<file path="src/verilog/exu_pkg.sv">
/*
 * Shared encodings for the execute stage: functional-unit select bits,
 * micro-op codes and instruction field types. Modules refer to these
 * by scoped names and never import the package.
 */
`default_nettype none

package exu_pkg;

    // Field types
    // ------------------------------
    typedef logic [3:0]  fu_t;       // One-hot functional unit select
    typedef logic [4:0]  uop_t;      // Micro-op code
    typedef logic [1:0]  size_t;     // Instruction size
    typedef logic [31:0] instr_t;    // Raw instruction word
    typedef logic [4:0]  reg_addr_t; // Register file address

    localparam int unsigned TRAP_CAUSE_W = 6; // Cause field in operand B

    // Functional unit bit positions
    // ------------------------------
    localparam int unsigned FU_ALU = 0; // Integer ALU
    localparam int unsigned FU_LSU = 1; // Load/store address path
    localparam int unsigned FU_CFU = 2; // Control flow
    localparam int unsigned FU_CSR = 3; // CSR access

    // ALU micro-ops
    // ------------------------------
    localparam uop_t UOP_ADD  = 5'b00001;
    localparam uop_t UOP_SUB  = 5'b00010;
    localparam uop_t UOP_XOR  = 5'b00011;
    localparam uop_t UOP_OR   = 5'b00100;
    localparam uop_t UOP_AND  = 5'b00101;
    localparam uop_t UOP_SLL  = 5'b00110;
    localparam uop_t UOP_SRL  = 5'b00111;
    localparam uop_t UOP_SRA  = 5'b01000;
    localparam uop_t UOP_SLT  = 5'b01001; // Signed compare
    localparam uop_t UOP_SLTU = 5'b01010; // Unsigned compare

    // Control flow micro-ops
    // ------------------------------
    // Conditional branches live in the 00xxx group, jumps in 10xxx
    localparam uop_t UOP_BEQ  = 5'b00001;
    localparam uop_t UOP_BNE  = 5'b00010;
    localparam uop_t UOP_BLT  = 5'b00011;
    localparam uop_t UOP_BGE  = 5'b00100;
    localparam uop_t UOP_BLTU = 5'b00101;
    localparam uop_t UOP_BGEU = 5'b00110;
    localparam uop_t UOP_JALI = 5'b10001; // Jump, target in operand C
    localparam uop_t UOP_JALR = 5'b10010; // Jump, target is A+B

    // Rewritten codes once a branch is resolved
    localparam uop_t UOP_TAKEN     = 5'b01001;
    localparam uop_t UOP_NOT_TAKEN = 5'b01010;

    // Load/store micro-op flags
    // ------------------------------
    // Low three bits carry the access width, which this stage ignores
    localparam int unsigned LSU_LOAD_BIT  = 3; // Set for loads
    localparam int unsigned LSU_STORE_BIT = 4; // Set for stores

endpackage

`default_nettype wire
</file>
<file path="src/verilog/exu_top.sv">
/*
 * Execute stage of the pipeline. ALU, branch resolution and result
 * selection are combinational, the pipe register adds one cycle.
 * Set XLEN here, it is passed down to every unit.
 */
`default_nettype none

module exu_top #(
    parameter int unsigned XLEN = 32
) (
    input  wire                      g_clk,
    input  wire                      i_arst_n,
    input  wire                      i_flush,      // Squash this stage

    // Stage 2 side
    input  wire                      i_s2_valid,
    input  wire exu_pkg::reg_addr_t  i_s2_rd,
    input  wire [XLEN-1:0]           i_s2_opr_a,
    input  wire [XLEN-1:0]           i_s2_opr_b,
    input  wire [XLEN-1:0]           i_s2_opr_c,
    input  wire exu_pkg::uop_t       i_s2_uop,
    input  wire exu_pkg::fu_t        i_s2_fu,
    input  wire                      i_s2_trap,
    input  wire exu_pkg::size_t      i_s2_size,
    input  wire exu_pkg::instr_t     i_s2_instr,
    output logic                     o_s2_busy,

    // Stage 3 side
    output logic                     o_s3_valid,
    output exu_pkg::reg_addr_t       o_s3_rd,
    output logic [XLEN-1:0]          o_s3_opr_a,
    output logic [XLEN-1:0]          o_s3_opr_b,
    output exu_pkg::uop_t            o_s3_uop,
    output exu_pkg::fu_t             o_s3_fu,
    output logic                     o_s3_trap,
    output exu_pkg::size_t           o_s3_size,
    output exu_pkg::instr_t          o_s3_instr,
    input  wire                      i_s3_busy,

    // Forwarding, combinational from stage 2
    output exu_pkg::reg_addr_t       o_fwd_rd,
    output logic [XLEN-1:0]          o_fwd_wdata,
    output logic                     o_fwd_load,
    output logic                     o_fwd_csr
);

    logic [XLEN-1:0]  alu_result;
    logic [XLEN-1:0]  add_result;   // Shared by LSU and JALR
    logic             cmp_eq;
    logic             cmp_lt_s;
    logic             cmp_lt_u;
    exu_pkg::uop_t    cfu_uop;
    logic [XLEN-1:0]  cfu_target;
    logic [XLEN-1:0]  n_s3_opr_a;   // Into the pipe register
    logic [XLEN-1:0]  n_s3_opr_b;
    exu_pkg::uop_t    n_s3_uop;

    assign o_fwd_rd = i_s2_rd;

    // Units
    // ------------------------------
    exu_alu #(.XLEN(XLEN)) u_alu (
        .i_uop         (i_s2_uop),
        .i_lhs         (i_s2_opr_a),
        .i_rhs         (i_s2_opr_b),
        .o_result      (alu_result),
        .o_add_result  (add_result),
        .o_eq          (cmp_eq),
        .o_lt_signed   (cmp_lt_s),
        .o_lt_unsigned (cmp_lt_u)
    );

    exu_branch #(.XLEN(XLEN)) u_branch (
        .i_uop         (i_s2_uop),
        .i_opr_c       (i_s2_opr_c),
        .i_add_result  (add_result),
        .i_eq          (cmp_eq),
        .i_lt_signed   (cmp_lt_s),
        .i_lt_unsigned (cmp_lt_u),
        .o_uop         (cfu_uop),
        .o_target      (cfu_target)
    );

    exu_result_mux #(.XLEN(XLEN)) u_result_mux (
        .i_fu          (i_s2_fu),
        .i_uop         (i_s2_uop),
        .i_rd          (i_s2_rd),
        .i_trap        (i_s2_trap),
        .i_opr_a       (i_s2_opr_a),
        .i_opr_c       (i_s2_opr_c),
        .i_alu_result  (alu_result),
        .i_add_result  (add_result),
        .i_cfu_target  (cfu_target),
        .i_cfu_uop     (cfu_uop),
        .o_opr_a       (n_s3_opr_a),
        .o_opr_b       (n_s3_opr_b),
        .o_uop         (n_s3_uop),
        .o_fwd_wdata   (o_fwd_wdata),
        .o_fwd_load    (o_fwd_load),
        .o_fwd_csr     (o_fwd_csr)
    );

    // Pipeline register
    // ------------------------------
    exu_pipe_reg #(.XLEN(XLEN)) u_pipe_reg (
        .g_clk         (g_clk),
        .i_arst_n      (i_arst_n),
        .i_flush       (i_flush),
        .i_valid       (i_s2_valid),
        .i_busy        (i_s3_busy),
        .i_rd          (i_s2_rd),
        .i_opr_a       (n_s3_opr_a),
        .i_opr_b       (n_s3_opr_b),
        .i_uop         (n_s3_uop),
        .i_fu          (i_s2_fu),
        .i_trap        (i_s2_trap),
        .i_size        (i_s2_size),
        .i_instr       (i_s2_instr),
        .o_busy        (o_s2_busy),
        .o_valid       (o_s3_valid),
        .o_rd          (o_s3_rd),
        .o_opr_a       (o_s3_opr_a),
        .o_opr_b       (o_s3_opr_b),
        .o_uop         (o_s3_uop),
        .o_fu          (o_s3_fu),
        .o_trap        (o_s3_trap),
        .o_size        (o_s3_size),
        .o_instr       (o_s3_instr)
    );

endmodule

`default_nettype wire

</file>
<file path="src/verilog/exu_pipe_reg.sv">
/*
 * One-entry execute-to-writeback register. Takes a new entry on
 * valid and not busy, holds it while the next stage is busy, and
 * accepts the following entry in the cycle the held one leaves.
 */
`default_nettype none

module exu_pipe_reg #(
    parameter int unsigned XLEN = 32
) (
    input  wire                      g_clk,
    input  wire                      i_arst_n,
    input  wire                      i_flush,   // Drop entry, block transfer
    input  wire                      i_valid,   // Upstream has an entry
    input  wire                      i_busy,    // Downstream stalled
    input  wire exu_pkg::reg_addr_t  i_rd,
    input  wire [XLEN-1:0]           i_opr_a,
    input  wire [XLEN-1:0]           i_opr_b,
    input  wire exu_pkg::uop_t       i_uop,
    input  wire exu_pkg::fu_t        i_fu,
    input  wire                      i_trap,
    input  wire exu_pkg::size_t      i_size,
    input  wire exu_pkg::instr_t     i_instr,
    output logic                     o_busy,    // Back to upstream
    output logic                     o_valid,
    output exu_pkg::reg_addr_t       o_rd,
    output logic [XLEN-1:0]          o_opr_a,
    output logic [XLEN-1:0]          o_opr_b,
    output exu_pkg::uop_t            o_uop,
    output exu_pkg::fu_t             o_fu,
    output logic                     o_trap,
    output exu_pkg::size_t           o_size,
    output exu_pkg::instr_t          o_instr
);

    logic transfer; // Upstream entry is taken this edge

    assign o_busy   = o_valid && i_busy;
    assign transfer = i_valid && !o_busy && !i_flush;

    // Valid tracking
    // ------------------------------
    always_ff @(posedge g_clk or negedge i_arst_n) begin
        if (!i_arst_n) begin
            o_valid <= 1'b0;
        end else if (i_flush) begin
            o_valid <= 1'b0;                // Held and incoming both dropped
        end else if (!o_busy) begin
            o_valid <= i_valid;             // Refill or drain
        end
    end

    // Payload
    // ------------------------------
    always_ff @(posedge g_clk) begin
        if (transfer) begin
            o_rd    <= i_rd;
            o_opr_a <= i_opr_a;
            o_opr_b <= i_opr_b;
            o_uop   <= i_uop;
            o_fu    <= i_fu;
            o_trap  <= i_trap;
            o_size  <= i_size;
            o_instr <= i_instr;
        end
    end

    // Downstream may sample at any stalled cycle, so nothing may move
    a_hold_stable: assert property (@(posedge g_clk) disable iff (!i_arst_n)
        o_valid && i_busy |=>
            $stable({o_rd, o_opr_a, o_opr_b, o_uop, o_fu, o_trap, o_size, o_instr}))
        else $error("exu_pipe_reg: payload changed while stalled");

    a_flush_empty: assert property (@(posedge g_clk) disable iff (!i_arst_n)
        i_flush |=> !o_valid)
        else $error("exu_pipe_reg: entry survived a flush");

endmodule

`default_nettype wire

</file>
<file path="src/verilog/exu_result_mux.sv">
/*
 * Selects the next-stage operands and micro-op from whichever unit the
 * one-hot select names, applies the trap cause override and drives the
 * forwarding signals back to decode.
 */
`default_nettype none

module exu_result_mux #(
    parameter int unsigned XLEN = 32
) (
    input  wire exu_pkg::fu_t        i_fu,          // One-hot unit select
    input  wire exu_pkg::uop_t       i_uop,         // Original micro-op
    input  wire exu_pkg::reg_addr_t  i_rd,          // Also the trap cause
    input  wire                      i_trap,        // Raise a trap
    input  wire [XLEN-1:0]           i_opr_a,
    input  wire [XLEN-1:0]           i_opr_c,
    input  wire [XLEN-1:0]           i_alu_result,
    input  wire [XLEN-1:0]           i_add_result,  // Load/store address
    input  wire [XLEN-1:0]           i_cfu_target,
    input  wire exu_pkg::uop_t       i_cfu_uop,     // Resolved branch code
    output logic [XLEN-1:0]          o_opr_a,
    output logic [XLEN-1:0]          o_opr_b,
    output exu_pkg::uop_t            o_uop,
    output logic [XLEN-1:0]          o_fwd_wdata,   // ALU result or zero
    output logic                     o_fwd_load,
    output logic                     o_fwd_csr
);

    logic                            fu_alu;
    logic                            fu_lsu;
    logic                            fu_cfu;
    logic                            fu_csr;
    logic [exu_pkg::TRAP_CAUSE_W-1:0] trap_cause;
    logic [XLEN-1:0]                 unit_opr_b;

    assign fu_alu = i_fu[exu_pkg::FU_ALU];
    assign fu_lsu = i_fu[exu_pkg::FU_LSU];
    assign fu_cfu = i_fu[exu_pkg::FU_CFU];
    assign fu_csr = i_fu[exu_pkg::FU_CSR];

    // Operand select
    // ------------------------------
    assign o_opr_a = {XLEN{fu_alu}} & i_alu_result |
                     {XLEN{fu_lsu}} & i_add_result |
                     {XLEN{fu_cfu}} & i_cfu_target |
                     {XLEN{fu_csr}} & i_opr_a      ;

    // ALU and CFU leave operand B at zero
    assign unit_opr_b = {XLEN{fu_lsu | fu_csr}} & i_opr_c; // Store data or CSR write value

    assign trap_cause = {{(exu_pkg::TRAP_CAUSE_W-$bits(i_rd)){1'b0}}, i_rd};
    assign o_opr_b    = i_trap ? {{(XLEN-exu_pkg::TRAP_CAUSE_W){1'b0}}, trap_cause}
                               : unit_opr_b;

    assign o_uop = fu_cfu ? i_cfu_uop : i_uop;

    // Forwarding
    // ------------------------------
    assign o_fwd_wdata = {XLEN{fu_alu}} & i_alu_result;
    assign o_fwd_load  = fu_lsu && i_uop[exu_pkg::LSU_LOAD_BIT];
    assign o_fwd_csr   = fu_csr;

    // Decode must hand over at most one unit, and an LSU op that is
    // exactly one of load or store
    always_comb begin
        assert ($onehot0(i_fu))
            else $error("exu_result_mux: unit select %b not one-hot", i_fu);
        assert (!fu_lsu || (i_uop[exu_pkg::LSU_LOAD_BIT] ^ i_uop[exu_pkg::LSU_STORE_BIT]))
            else $error("exu_result_mux: LSU op %b is not load xor store", i_uop);
    end

endmodule

`default_nettype wire

</file>
<file path="src/verilog/exu_branch.sv">
/*
 * Control flow unit. Resolves conditional branches from the ALU compare
 * flags and forms the bit-0-cleared jump or branch target.
 */
`default_nettype none

module exu_branch #(
    parameter int unsigned XLEN = 32
) (
    input  wire exu_pkg::uop_t   i_uop,          // Incoming CFU micro-op
    input  wire [XLEN-1:0]       i_opr_c,        // Precomputed target
    input  wire [XLEN-1:0]       i_add_result,   // A+B from the ALU
    input  wire                  i_eq,           // Compare flags from the ALU
    input  wire                  i_lt_signed,
    input  wire                  i_lt_unsigned,
    output exu_pkg::uop_t        o_uop,          // Resolved micro-op
    output logic [XLEN-1:0]      o_target        // Aligned target address
);

    logic                is_cond;    // Conditional branch code
    logic                taken;      // Branch condition holds
    logic [XLEN-1:0]     raw_target;

    // Condition select
    // ------------------------------
    always_comb begin
        is_cond = 1'b1;
        taken   = 1'b0;
        case (i_uop)
            exu_pkg::UOP_BEQ:  taken = i_eq;
            exu_pkg::UOP_BNE:  taken = !i_eq;
            exu_pkg::UOP_BLT:  taken = i_lt_signed;
            exu_pkg::UOP_BGE:  taken = !i_lt_signed;
            exu_pkg::UOP_BLTU: taken = i_lt_unsigned;
            exu_pkg::UOP_BGEU: taken = !i_lt_unsigned;
            default:           is_cond = 1'b0; // Jumps keep their code
        endcase
    end

    assign o_uop = !is_cond ? i_uop                  :
                   taken    ? exu_pkg::UOP_TAKEN     :
                              exu_pkg::UOP_NOT_TAKEN ;

    // Target formation
    // ------------------------------
    // Only JALR is register relative, everything else was formed upstream
    assign raw_target = (i_uop == exu_pkg::UOP_JALR) ? i_add_result : i_opr_c;
    assign o_target   = {raw_target[XLEN-1:1], 1'b0};

endmodule

`default_nettype wire

</file>
<file path="src/verilog/exu_alu.sv">
/*
 * Single-cycle integer ALU. Also exports the raw adder sum for address
 * and jump target use, and the compare flags that resolve branches.
 */
`default_nettype none

module exu_alu #(
    parameter int unsigned XLEN = 32
) (
    input  wire exu_pkg::uop_t   i_uop,         // ALU micro-op
    input  wire [XLEN-1:0]       i_lhs,         // Operand A
    input  wire [XLEN-1:0]       i_rhs,         // Operand B
    output logic [XLEN-1:0]      o_result,      // Selected ALU result
    output logic [XLEN-1:0]      o_add_result,  // Always A+B
    output logic                 o_eq,          // A == B
    output logic                 o_lt_signed,   // A < B, signed
    output logic                 o_lt_unsigned  // A < B, unsigned
);

    localparam int unsigned SHAMT_W = $clog2(XLEN); // 5 for RV32, 6 for RV64

    // Adder and subtractor
    // ------------------------------
    logic [XLEN:0]       sub_wide;   // Extra top bit is the borrow
    logic [XLEN-1:0]     sub_result;
    logic                sign_diff;  // Operand signs disagree

    assign o_add_result = i_lhs + i_rhs;
    assign sub_wide     = {1'b0, i_lhs} - {1'b0, i_rhs};
    assign sub_result   = sub_wide[XLEN-1:0];

    // Comparator
    // ------------------------------
    // Signed result comes from the difference unless the signs differ,
    // in which case the negative operand is the smaller one
    assign sign_diff     = i_lhs[XLEN-1] ^ i_rhs[XLEN-1];
    assign o_eq          = (i_lhs == i_rhs);
    assign o_lt_unsigned = sub_wide[XLEN];                        // Borrow out
    assign o_lt_signed   = sign_diff ? i_lhs[XLEN-1] : sub_result[XLEN-1];

    // Shifter
    // ------------------------------
    logic [SHAMT_W-1:0]  shamt;
    logic [XLEN-1:0]     sll_result;
    logic [XLEN-1:0]     srl_result;
    logic [XLEN-1:0]     sra_result;

    assign shamt      = i_rhs[SHAMT_W-1:0];                   // Low bits only
    assign sll_result = i_lhs << shamt;
    assign srl_result = i_lhs >> shamt;
    assign sra_result = $unsigned($signed(i_lhs) >>> shamt);  // Sign fill

    // Result select
    // ------------------------------
    always_comb begin
        case (i_uop)
            exu_pkg::UOP_ADD:  o_result = o_add_result;
            exu_pkg::UOP_SUB:  o_result = sub_result;
            exu_pkg::UOP_XOR:  o_result = i_lhs ^ i_rhs;
            exu_pkg::UOP_OR:   o_result = i_lhs | i_rhs;
            exu_pkg::UOP_AND:  o_result = i_lhs & i_rhs;
            exu_pkg::UOP_SLL:  o_result = sll_result;
            exu_pkg::UOP_SRL:  o_result = srl_result;
            exu_pkg::UOP_SRA:  o_result = sra_result;
            exu_pkg::UOP_SLT:  o_result = {{(XLEN-1){1'b0}}, o_lt_signed};
            exu_pkg::UOP_SLTU: o_result = {{(XLEN-1){1'b0}}, o_lt_unsigned};
            default:           o_result = '0; // Not an ALU op
        endcase
    end

endmodule

`default_nettype wire

</file>
<file path="config.mk">
export PLATFORM = sky130hd
export DESIGN_NAME = exu_top
export DESIGN_NICKNAME = d
export VERILOG_FILES = /design/src/verilog/exu_pkg.sv /design/src/verilog/exu_top.sv /design/src/verilog/exu_pipe_reg.sv /design/src/verilog/exu_result_mux.sv /design/src/verilog/exu_branch.sv /design/src/verilog/exu_alu.sv
export SDC_FILE = /design/constraint.sdc
export NUM_CORES = 1
export LEC_CHECK = 0
export ABC_AREA = 1
export CAP_MARGIN = 20
export CELL_PAD_IN_SITES_DETAIL_PLACEMENT = 1
export CELL_PAD_IN_SITES_GLOBAL_PLACEMENT = 1
export CORE_UTILIZATION = 45
export CTS_BUF_LIST = sky130_fd_sc_hd__clkbuf_4 sky130_fd_sc_hd__clkbuf_8 sky130_fd_sc_hd__clkbuf_16
export CTS_CLUSTER_DIAMETER = 100
export DETAILED_ROUTE_END_ITERATION = 10
export DONT_BUFFER_PORTS = 1
export PLACE_DENSITY_LB_ADDON = 0.08
export SLEW_MARGIN = 40
export SYNTH_ARGS = -nofsm -noshare
export SYNTH_HDL_FRONTEND = slang
export SYNTH_SLANG_ARGS = --single-unit
</file>
<file path="constraint.sdc">
create_clock -name g_clk -period 12.2 [get_ports g_clk]
set_input_delay 2.44 -clock g_clk [delete_from_list [all_inputs] [get_ports g_clk]]
set_output_delay 2.44 -clock g_clk [all_outputs]
set_load 0.02 [all_outputs]
</file>
==> flow_metrics.env <==
export IMPL_die_y_microns=188.0
export IMPL_avgRoutedWirePerCell_microns=29.03
export IMPL_tns_ns=0
export IMPL_ant_nets=0
export IMPL_final_layout_size_suffix_gt1_frac=0.03878
export IMPL_cts_sinks=114
export IMPL_rr_endpoint="u_pipe_reg.o_opr_b[5]"
export IMPL_cap_viol_max_count=0
export IMPL_cts_buffers=17
export IMPL_cp_required_ns=9.76
export IMPL_grt_use_met1=0.5702
export IMPL_hp_start="u_pipe_reg.o_valid"
export IMPL_area_growth_pct=4.157
export IMPL_irDropWorstVdd_uv=104.0
export IMPL_drt_iter0_markers=2142
export IMPL_async_reset_ff_frac=0.008772
export IMPL_globalRouteMet3Util=0.09863
export IMPL_status="finished, final reports clean"
export IMPL_grt_max_degree=86
export IMPL_portBuffers=0
export IMPL_dpl_instance_area_sq_um=15600
export IMPL_synth_common_cells="nand2_1 (843), nand3_1 (388), inv_1 (380), nor2_1 (222), a21oi_1 (127)"
export IMPL_min_period_over_period=0.6885
export IMPL_clock_latency_ns=0.47
export IMPL_ios=304
export IMPL_cts_tree="built"
export IMPL_crit_fanout=72
export IMPL_min_path_type="reg -> reg"
export IMPL_setup_violations=0
export IMPL_cts_resized=0
export IMPL_syn_cell_area_sq_um=15560
export IMPL_vias_per_cell=6.381
export IMPL_max_freq_mhz=119.0
export IMPL_ys_warn_count=0
export IMPL_synth_seq_cells=114
export IMPL_hold_end="u_pipe_reg.o_valid"
export IMPL_grt_overflow=0
export IMPL_clock_skew_ns=0.02311
export IMPL_synth_edf_count=113
export IMPL_p_per_area_nw_per_um2=96.93
export IMPL_finalHoldViolCount=0
export IMPL_nets=2801
export IMPL_ff2ff_setup_slack_ns=9.74
export IMPL_totalWireLength_mm=87.21
export IMPL_post_route_min_period_ns=8.400
export IMPL_drcViolationCount=0
export IMPL_worst_pin_slew_ns=0.9146
export IMPL_seq_area_frac_synth=0.2197
export IMPL_hpwl_mm=70.31
export IMPL_place_congestion=1.097
export IMPL_clock_path_buffers=2
export IMPL_vias=19170
export IMPL_yosys_area_top_type="edfxtp_1"
export IMPL_synth_cells=2621
export IMPL_clk_pin_slew_ns=0.06
export IMPL_post_cts_buffers=0
export IMPL_r2r_start="u_pipe_reg.o_valid"
export IMPL_criticalPathCategory="in -> out"
export IMPL_antenna_found_initial=6
export IMPL_rsz0062_at_grt="no"
export IMPL_clockRootBuffer="clkbuf_16"
export IMPL_slew_viol_final=0
export IMPL_start_util=0.4606
export IMPL_yosysUniqueCellTypes=50
export IMPL_worstPathArrival_ns=5.96
export IMPL_cts_hold_buffers=0
export IMPL_final_cell_area_sq_um=16210
export IMPL_yosys_top_cells_area="edfxtp_1 (22%), nand2_1 (20%), nand3_1 (12%)"
export IMPL_synthFlopType="edfxtp_1"
export IMPL_met2_usage=0.7705
export IMPL_p_leak_nw=8.584
export IMPL_grt_util_all_layers=0.4857
export IMPL_synthDominantCellAreaShare=0.2181
export IMPL_dr_pass1_iters=6
export IMPL_rr_worst_depth=5
export IMPL_max_slew_margin=0.3838
export IMPL_holdPathStages=2
export IMPL_grt_pass1_wl_mm=124.6
export IMPL_core_rowCount=67
export IMPL_die_area_sq_um=35330
export IMPL_grt_pass1_vias=18860
export IMPL_synth_avg_cell_area_sq_um=5.937
export IMPL_die_w_microns=188.0
export IMPL_grt_busiest_layer="met2"
export IMPL_synth_nets=2882
export IMPL_startpoint_type="input pin"
export IMPL_core_area_sq_um=33780
export IMPL_endpoint_kind="primary output"
export IMPL_yosysMostFrequentCell="nand2_1"
export IMPL_htree_num_levels=4
per-stage QoR:
stage / hold slack [ns] / power [W] / cells / setup WS [ns] / util
floorplan: 0.6323 / 0.0008634 / 2621 / 1.207 / -
global placement: 0.7272 / 0.001016 / 2968 / 4.062 / 0.4617
detailed placement: 0.7595 / 0.001033 / 2968 / 3.941 / 0.4618
CTS: 0.7787 / 0.001540 / 3000 / 3.922 / 0.4790
global route: 0.7975 / 0.001606 / 3002 / 3.615 / 0.4796
finish: 0.7877 / 0.001571 / 3004 / 3.800 / 0.4797
state kept, by name, indices dropped and copies added, names as in the netlist:
signal	flops
u_pipe_reg.o_uop	5
u_pipe_reg.o_fu	4
u_pipe_reg.o_trap	1
u_pipe_reg.o_valid	1
u_pipe_reg.o_opr_b	32
u_pipe_reg.o_instr	32
u_pipe_reg.o_rd	5
u_pipe_reg.o_size	2
u_pipe_reg.o_opr_a	32
placed cells by master, fill, tap and decap left out, types with 8 or more instances in the layout:
cell type,n
a21oi_1,127
edfxtp_1,113
or2_1,8
nor3_1,15
o211ai_1,36
and2_1,9
nand3_1,387
ha_1,108
clkbuf_16,17
inv_1,379
nand2_1,843
o22ai_1,19
nor2_1,222
nand4_1,33
o21ai_0,75
o21ai_1,20
xor2_1,13
inv_2,10
o21bai_1,11
buf_4,14
cells by family (layout without fill, tap and decap cells):
| kind of cell | after synthesis | after routing | synth area share |
|---|---|---|---|
| fa+ha+maj | 111 | 111 | 0.09070 |
| other cells | 0 | 3 | 0 |
| xor+xnor | 14 | 14 | 0.007881 |
| flops | 114 | 114 | 0.2197 |
| compound gates | 311 | 311 | 0.1142 |
| buf+inv | 511 | 443 | 0.1376 |
| simple gates | 1560 | 1560 | 0.4300 |
power breakdown:
| group | switching, W | total (W) | internal, W |
|---|---|---|---|
| registers | 0.0000342 | 0.000494 | 0.000459 |
| logic | 0.000421 | 0.000562 | 0.000140 |
| clock network | 0.000214 | 0.000516 | 0.000301 |
worst max-delay path, cell delays in order:
cell and delay [ns]:
inv_4 0.50, ha_1 0.43, nor2_1 0.17, nand2_1 0.07
nand2_1 0.12, nand2_1 0.08, nand3_1 0.22, nand2_1 0.13
nand3_1 0.11, nand4_1 0.18, o211ai_1 0.19, fa_1 0.46
nand2_1 0.09, o211ai_1 0.10, nor2_1 0.12, o21ai_1 0.07
nor2_1 0.12, nand2_1 0.08, nand2_1 0.10, inv_1 0.14
area by class of cell:
class | count | area, sq um
Clock buffer | 17 | 425.4
Tap cell | 448 | 560.5
Fill cell | 4785 | 17580
Inverter | 396 | 1499
Multi-Input combinational cell | 1996 | 10020
Timing Repair Buffer | 15 | 116.4
Clock inverter | 15 | 156.4
Sequential cell | 114 | 3418
Antenna cell | 3 | 7.507
routing by layer:
layer	up-vias	wire length [microns]
met5	-	27
met4	2	8169
met3	356	8348
met2	1226	38750
met1	9297	31920
li1	8288	-
how the worst max path moves through the flow:
| stage | cells after the start | end | from |
|---|---|---|---|
| global route | 20 | o_fwd_wdata[31] | i_s2_opr_b[1] |
| CTS | 20 | o_fwd_wdata[31] | i_s2_opr_b[1] |
| detailed placement | 20 | o_fwd_wdata[31] | i_s2_opr_b[1] |
| global placement | 20 | o_fwd_wdata[31] | i_s2_opr_b[1] |
| floorplan | 3 | u_pipe_reg.o_fu[0] | i_s3_busy |
| finish | 20 | o_fwd_wdata[31] | i_s2_opr_b[1] |
Power figures use the tool's default switching activity.
